`src/rtl/bridge_pkg.sv`:
```
`default_nettype none

package bridge_pkg;

	// bridge side address
	localparam int addr_w = 32;

	// one refill beat is one word
	localparam int beat_w = 32;

	// beats per cache line
	localparam int line_beats = 4;

	// line read request, low offset bits always zero
	typedef struct packed {
		logic [addr_w-1:0] addr;
	} rd_req_t;

	// whole-line write-back
	typedef struct packed {
		logic [addr_w-1:0]            addr;
		logic [line_beats*beat_w-1:0] data;
	} wb_req_t;

endpackage

`default_nettype wire

```
`src/rtl/cache_geom_pkg.sv`:
```
`default_nettype none

package cache_geom_pkg;

	// address split is tag | index | offset
	localparam int tag_w     = 20;
	localparam int index_w   = 8;
	localparam int offset_w  = 4;
	localparam int num_sets  = 256;
	localparam int num_banks = 4;
	localparam int word_w    = 32;
	localparam int line_w    = 128;

	// victim LFSR start value
	localparam logic [22:0] lfsr_seed = 23'h2a00ff;

	typedef enum logic {op_load = 1'b0, op_store = 1'b1} cache_op_e;

	typedef enum logic [2:0] {
		st_idle    = 3'd0,
		st_lookup  = 3'd1,
		st_miss    = 3'd2,
		st_replace = 3'd3,
		st_refill  = 3'd4
	} cache_state_e;

	// processor request, also held in the request buffer
	typedef struct packed {
		cache_op_e                 op;
		logic [index_w-1:0]        index;
		logic [tag_w-1:0]          tag;
		logic [offset_w-1:0]       offset;
		logic [3:0]                wstrb;
		logic [word_w-1:0]         wdata;
	} cpu_req_t;

	// write command to one way, plus its read port
	typedef struct packed {
		logic [index_w-1:0]                  index;
		logic                                tag_we;
		logic [tag_w-1:0]                    tag;
		logic                                valid;
		logic                                dirty_we;
		logic                                dirty;
		logic [num_banks-1:0][3:0]           ben;
		logic [num_banks-1:0][word_w-1:0]    wdata;
		logic [index_w-1:0]                  rd_index;
		logic                                rd_en;
		logic [16:0]                         spare;
	} way_wr_t;

	typedef struct packed {
		logic [tag_w-1:0]  tag;
		logic              valid;
		logic              dirty;
		logic [line_w-1:0] line;
	} way_rd_t;

endpackage

`default_nettype wire
```
`src/rtl/cache_ctrl.sv`:
```
`timescale 1ns/10ps
`default_nettype none

module cache_ctrl
	import cache_geom_pkg::*;
	import bridge_pkg::*;
(
	input  logic              clk,
	input  logic              resetn,
	input  logic              valid,
	input  cpu_req_t          req,
	output logic              addr_ok,
	output logic              data_ok,
	output logic [word_w-1:0] rdata,
	output way_wr_t           way0_wr,
	output way_wr_t           way1_wr,
	input  way_rd_t           way0_rd,
	input  way_rd_t           way1_rd,
	output logic              rd_req,
	output rd_req_t           rd_addr,
	input  logic              rd_rdy,
	input  logic              ret_valid,
	input  logic              ret_last,
	input  logic [word_w-1:0] ret_data,
	output logic              wr_req,
	output wb_req_t           wb,
	input  logic              wr_rdy
);

	cache_state_e      state;
	cache_state_e      state_next;
	cpu_req_t          req_buf;
	way_rd_t           rd_arr [2];
	way_wr_t           wr_cmd [2];
	logic [1:0]        hit_way;
	logic              hit;
	logic              lookup;
	logic              accept;
	logic              store_hit;
	logic              refill_beat;
	logic [1:0]        word_sel;
	logic [1:0]        beat_cnt;
	logic              victim;
	logic [22:0]       lfsr;
	way_rd_t           vic;
	logic              need_wb;
	logic [word_w-1:0] hit_word;
	logic [word_w-1:0] beat_word;
	logic [word_w-1:0] refill_word;

	// byte merge of store data into a word
	function automatic logic [word_w-1:0] merge_word(input logic [word_w-1:0] old_w,
		input logic [word_w-1:0] new_w, input logic [3:0] strb);
		logic [word_w-1:0] res;
		res = old_w;
		for (int k = 0; k < word_w / 8; k++)
		begin
			if (strb[k])
			begin
				res[k*8 +: 8] = new_w[k*8 +: 8];
			end
		end
		return res;
	endfunction

	assign rd_arr[0] = way0_rd;
	assign rd_arr[1] = way1_rd;
	assign way0_wr   = wr_cmd[0];
	assign way1_wr   = wr_cmd[1];

	// tag compare on the buffered request
	assign hit_way[0] = rd_arr[0].valid && (rd_arr[0].tag == req_buf.tag);
	assign hit_way[1] = rd_arr[1].valid && (rd_arr[1].tag == req_buf.tag);
	assign hit        = |hit_way;
	assign lookup     = (state == st_lookup);
	assign word_sel   = req_buf.offset[offset_w-1:2];
	assign hit_word   = hit_way[1] ? rd_arr[1].line[word_sel*word_w +: word_w] :
		rd_arr[0].line[word_sel*word_w +: word_w];

	// load behind a store waits a cycle
	assign addr_ok = (state == st_idle) || (lookup && hit &&
		!(req_buf.op == op_store && req.op == op_load));
	assign accept      = valid && addr_ok;
	assign store_hit   = lookup && hit && (req_buf.op == op_store);
	assign refill_beat = (state == st_refill) && ret_valid;

	// victim selected at lookup, stable from st_miss on
	assign vic     = victim ? rd_arr[1] : rd_arr[0];
	assign need_wb = vic.valid && vic.dirty;

	// refill beat, merged if it carries the missing store
	assign beat_word = (req_buf.op == op_store && beat_cnt == word_sel) ?
		merge_word(ret_data, req_buf.wdata, req_buf.wstrb) : ret_data;

	// line-aligned bridge addresses
	assign rd_addr.addr = {req_buf.tag, req_buf.index, {offset_w{1'b0}}};
	assign wb.addr      = {vic.tag, req_buf.index, {offset_w{1'b0}}};
	assign wb.data      = vic.line;

	always_ff @(posedge clk)
	begin
		if (accept)
		begin
			req_buf <= req;
		end
	end

	always_ff @(posedge clk)
	begin
		if (!resetn)
		begin
			state <= st_idle;
		end
		else
		begin
			state <= state_next;
		end
	end

	always_comb
	begin
		state_next = state;
		case (state)
			st_idle:
			begin
				if (accept)
				begin
					state_next = st_lookup;
				end
			end
			st_lookup:
			begin
				if (!hit)
				begin
					state_next = st_miss;
				end
				else if (!accept)
				begin
					state_next = st_idle;
				end
			end
			st_miss:
			begin
				// clean or empty victim skips write-back
				if (!need_wb || (wr_req && wr_rdy))
				begin
					state_next = st_replace;
				end
			end
			st_replace:
			begin
				if (rd_req && rd_rdy)
				begin
					state_next = st_refill;
				end
			end
			st_refill:
			begin
				if (ret_valid && ret_last)
				begin
					state_next = st_idle;
				end
			end
			default:
			begin
				state_next = st_idle;
			end
		endcase
	end

	// lfsr free runs, victim latched on lookup miss
	always_ff @(posedge clk)
	begin
		if (!resetn)
		begin
			lfsr     <= lfsr_seed;
			victim   <= 1'b0;
			beat_cnt <= '0;
		end
		else
		begin
			lfsr <= {lfsr[21:0], lfsr[22] ^ lfsr[17]};
			if (lookup && !hit)
			begin
				victim <= lfsr[0];
			end
			// wraps back to zero after the fourth beat
			if (refill_beat)
			begin
				beat_cnt <= beat_cnt + 2'd1;
			end
		end
	end

	// bridge request strobes
	always_ff @(posedge clk)
	begin
		if (!resetn)
		begin
			wr_req <= 1'b0;
			rd_req <= 1'b0;
		end
		else
		begin
			if (wr_req && wr_rdy)
			begin
				wr_req <= 1'b0;
			end
			else if (state == st_miss && need_wb)
			begin
				wr_req <= 1'b1;
			end
			if (rd_req && rd_rdy)
			begin
				rd_req <= 1'b0;
			end
			else if (state == st_replace)
			begin
				rd_req <= 1'b1;
			end
		end
	end

	always_ff @(posedge clk)
	begin
		if (!resetn)
		begin
			data_ok <= 1'b0;
		end
		else
		begin
			data_ok <= (lookup && hit) || (refill_beat && ret_last);
		end
	end

	// rdata only moves together with data_ok
	always_ff @(posedge clk)
	begin
		if (refill_beat && beat_cnt == word_sel)
		begin
			refill_word <= beat_word;
		end
		if (lookup && hit)
		begin
			rdata <= hit_word;
		end
		else if (refill_beat && ret_last)
		begin
			rdata <= (beat_cnt == word_sel) ? beat_word : refill_word;
		end
	end

	// per-way write and read commands
	always_comb
	begin
		for (int w = 0; w < 2; w++)
		begin
			wr_cmd[w]          = '0;
			wr_cmd[w].index    = req_buf.index;
			wr_cmd[w].tag      = req_buf.tag;
			wr_cmd[w].valid    = 1'b1;
			wr_cmd[w].dirty    = (req_buf.op == op_store);
			// new request on accept, victim re-read on miss
			wr_cmd[w].rd_index = accept ? req.index : req_buf.index;
			wr_cmd[w].rd_en    = accept || (lookup && !hit);
			for (int b = 0; b < num_banks; b++)
			begin
				wr_cmd[w].wdata[b] = store_hit ? req_buf.wdata : beat_word;
			end
			if (store_hit && hit_way[w])
			begin
				wr_cmd[w].ben[word_sel] = req_buf.wstrb;
				wr_cmd[w].dirty_we      = 1'b1;
			end
			if (refill_beat && victim == 1'(w))
			begin
				wr_cmd[w].ben[beat_cnt] = 4'hf;
				// tag, valid and dirty land with the last beat
				wr_cmd[w].tag_we   = ret_last;
				wr_cmd[w].dirty_we = ret_last;
			end
		end
	end

	one_way_hits: assert property (@(posedge clk) disable iff (!resetn)
		lookup |-> !(hit_way[0] && hit_way[1]));

	bridge_one_channel: assert property (@(posedge clk) disable iff (!resetn)
		!(rd_req && wr_req));

endmodule

`default_nettype wire

```
`config.mk`:
```
export PLATFORM = sky130hd
export DESIGN_NAME = cache_ctrl
export DESIGN_NICKNAME = d
export VERILOG_FILES = /design/src/rtl/bridge_pkg.sv /design/src/rtl/cache_geom_pkg.sv /design/src/rtl/cache_ctrl.sv
export SDC_FILE = /design/constraint.sdc
export NUM_CORES = 1
export LEC_CHECK = 0
export ABC_CLOCK_PERIOD_IN_PS = 10350
export BUFFER_PORTS_ARGS = -buffer_cell sky130_fd_sc_hd__buf_2
export CAP_MARGIN = 40
export CORE_AREA = 2 2 410 412
export DETAILED_ROUTE_END_ITERATION = 6
export DIE_AREA = 0 0 412 414
export GPL_TIMING_DRIVEN = 1
export PLACE_DENSITY = 0.33
export SETUP_SLACK_MARGIN = 0.15
export SYNTH_ARGS = -nofsm -noshare
export SYNTH_HDL_FRONTEND = slang
export SYNTH_SLANG_ARGS = --single-unit
```
`constraint.sdc`:
```
create_clock -name clk -period 10.35 [get_ports clk]
set_clock_uncertainty 0.05 [all_clocks]
set_input_delay 2.07 -clock clk [delete_from_list [all_inputs] [get_ports clk]]
set_output_delay 2.07 -clock clk [all_outputs]
set_load 0.1 [all_outputs]
```
==> impl_metrics.tcl <==
set metrics [dict create \
    synth.top_cell.area_share 0.281 \
    routed_wl_mm 102 \
    hpwlAfterDp_mm 90.4 \
    async_reset_ff_frac 0 \
    grt_pass1_vias 12000 \
    die_width_microns 412 \
    drt_iter0_drc 702 \
    worst_pin_slew_ns 0.984 \
    clkTransAtPathRegs_ns 0.08 \
    outcome "completed" \
    crit_fanout 33 \
    start_util 0.0842 \
    area_growth_pct 42.5 \
    reg2reg_depth 10 \
    path_class "in2out" \
    nets 2367 \
    wl_per_cell_microns 24.3 \
    post-route-period-util 0.721 \
    max_freq_ghz 0.134 \
    clock-root-buffer "clkbuf_16" \
    dp_slack_ns 2.73 \
    cp-endpoint "way1_wr[95]" \
    clk_latency_ns 0.51 \
    dr.pass1.iters 5 \
    r2r_start "rd_addr[26]$_DFFE_PN_" \
    antenna_found_initial 69 \
    powerDensity_nw_per_um2 291 \
    drc 0 \
    critPathLaunchType "input pin" \
    numCtsBuffers 17 \
    hold_violations 0 \
    slowest_delay_ns 0.83 \
    regArea_sq_um 4580 \
    ys_top_cells_by_count "374 x buf_4, 156 x mux2_2, 131 x edfxtp_1" \
    cts_hold_buf 0 \
    ir_drop_v 0.000209 \
    multi_input_area_sq_um 6430 \
    fin_setup_tns_ns 0 \
    io_buffers 993 \
    critPathRequiredTime_ns 8.23 \
    crit_slowest_cell "a21oi_1" \
    worst_setup_path_end_kind "primary output" \
    post_cts_resize_count 0 \
    synth_ff_type "edfxtp_1" \
    synthTopCellsByArea "edfxtp_1 28%, buf_4 20%, mux2_2 13%" \
    cp.arrival_ns 5.34 \
    fin_hold_ws_ns 0.350 \
    dieArea_sq_um 171000 \
    yosys_warnings 0 \
    ctsLongestPathBuffers 2 \
    hold_path.class "reg2reg" \
    r2r_end "rdata[20]$_DFFE_PP_" \
    max_cap_violations 0 \
    drive_gt1_frac 0.672 \
    min_period_ns 7.46 \
    place_inst 4139 \
    grtUsageTotal 0.115 \
    leakagePower_nw 8.67 \
    avgViaCountPerCell 2.96 \
    die_height_microns 414 \
    synth-seq-cells 163 \
    netlist_area_sq_um 14000 \
    cts_sinks 163 \
    routabilityCongestion 0.892 \
    avgSynthCellArea_sq_um 10.8 \
    syn_inst 1293 \
    cts-htree-levels 4 \
    rsz0062_at_grt "false" \
    cts_tree "built" \
    grt_max_degree 66 \
    yosysSeqAreaShare 0.327 \
    synth.largest_area_cell "edfxtp_1" \
    fin_ws_ns 2.89 \
    synth_most_common_cell "buf_4" \
    detail-route-antenna-nets 0 \
    rows 150 \
    grt_pass1_wl_mm 126 \
    num-fill-cells 19300 \
    ys_types 41 \
    instances_no_fill 4197 \
    reg2reg_setup_slack_ns 6.45 \
    relSlewSlack 0.337 \
    crit_chain "buf_2 > xnor2_1 > nand3_1 > nor4_2 > buf_4 > a32oi_4 > nand2b_2 > buf_4 > a21oi_1 > buf_2" \
    overflow 0 \
    startpoint "way1_rd[147]" \
    core-area_sq_um 166000 \
    cts_setup_buffers 0 \
    synth_edf_count 131 \
    final_max_slew_viol_count 0 \
    via_count 12400 \
    io_pins 1040 \
    final-setup-viol-count 0 \
]
routing by layer:
| layer | share of wire | vias up | wire [microns] | track usage |
|---|---|---|---|---|
| met5 | 0.0015 | - | 152 | 0 |
| met4 | 0.015 | 24 | 1570 | 0.0213 |
| met3 | 0.079 | 99 | 8060 | 0.0342 |
| met2 | 0.49 | 709 | 49600 | 0.195 |
| met1 | 0.42 | 6031 | 42600 | 0.143 |
| li1 | - | 5575 | - | - |
cells by family (layout without fill, tap and decap cells):
kind of cell             after synthesis  after routing  synth area share
AO/OA/AOI/OAI                        106            106            0.0448
other                                  2             70          0.000536
AND/OR/NAND/NOR                      179            179            0.0677
multiplexers                         321            321             0.301
XOR/XNOR                              44             44            0.0275
adder cells (fa/ha/maj)                4              4           0.00357
flip-flops                           163            163             0.327
buffers and inverters                474           1106             0.229
cells in the final DEF (no fill, tap or decap), types with 17 or more instances in the layout:
cell type    n
buf_2      996
mux2_2     156
edfxtp_1   131
mux2i_1    101
mux4_2      64
nand2_1     58
o21ai_0     49
conb_1      44
inv_1       35
nor3_1      35
buf_4       35
xnor2_1     33
a21oi_1     33
dfxtp_1     31
diode_2     26
clkbuf_16   17
per-stage QoR:
stage	total power, W	util	instance area [sq um]
floorplan	0.00450	-	14200
global placement	0.00519	0.114	19000
detailed placement	0.00522	0.116	19300
CTS	0.00593	0.120	19900
global route	0.00600	0.120	19900
finish	0.00580	0.120	20000
power by group:
group | switching (W) | total (W) | internal [W]
clock network | 0.000347 | 0.000661 | 0.000314
logic | 0.00352 | 0.00421 | 0.000690
registers | 0.000118 | 0.000927 | 0.000810
total | 0.00399 | 0.00580 | 0.00181
how the worst min path moves through the flow:
stage                   startpoint                  end  slack, ns  cells after the start
6_report        lfsr[1]$_SDFF_PN1_   lfsr[2]$_SDFF_PN1_       0.35                      1
5_1_grt         lfsr[5]$_SDFF_PN1_   lfsr[6]$_SDFF_PN1_       0.37                      1
4_1_cts         lfsr[1]$_SDFF_PN1_   lfsr[2]$_SDFF_PN1_       0.35                      1
3_5_place_dp    lfsr[2]$_SDFF_PN1_   lfsr[3]$_SDFF_PN1_       0.34                      1
3_3_place_gp    lfsr[6]$_SDFF_PN1_   lfsr[7]$_SDFF_PN1_       0.34                      1
2_1_floorplan  lfsr[16]$_SDFF_PN0_  lfsr[17]$_SDFF_PN1_       0.34                      1
registers in the layout, indices dropped and copies added (netlist names):
signal       flops
state            3
beat_cnt         2
data_ok          1
lfsr            23
wr_req           1
way0_wr          1
rd_addr         28
refill_word     32
victim           1
rdata           32
req_buf         38
rd_req           1
layout make-up:
class / count / share of cell area
clock inverters: 13 / 0.00589
well taps: 2204 / 0.138
flip-flops and latches: 163 / 0.229
multi-input cells: 698 / 0.322
repair buffers: 1040 / 0.273
diodes: 26 / 0.00326
inverters: 35 / 0.00658
clock buffers: 18 / 0.0215
worst max-delay path, delay by kind of cell:
kind / cells / cell delay (ns)
buffers and inverters: 4 / 1.16
XOR/XNOR: 1 / 0.49
AO/OA/AOI/OAI: 2 / 0.90
AND/OR/NAND/NOR: 3 / 0.63
(Power assumes the default switching activity.)
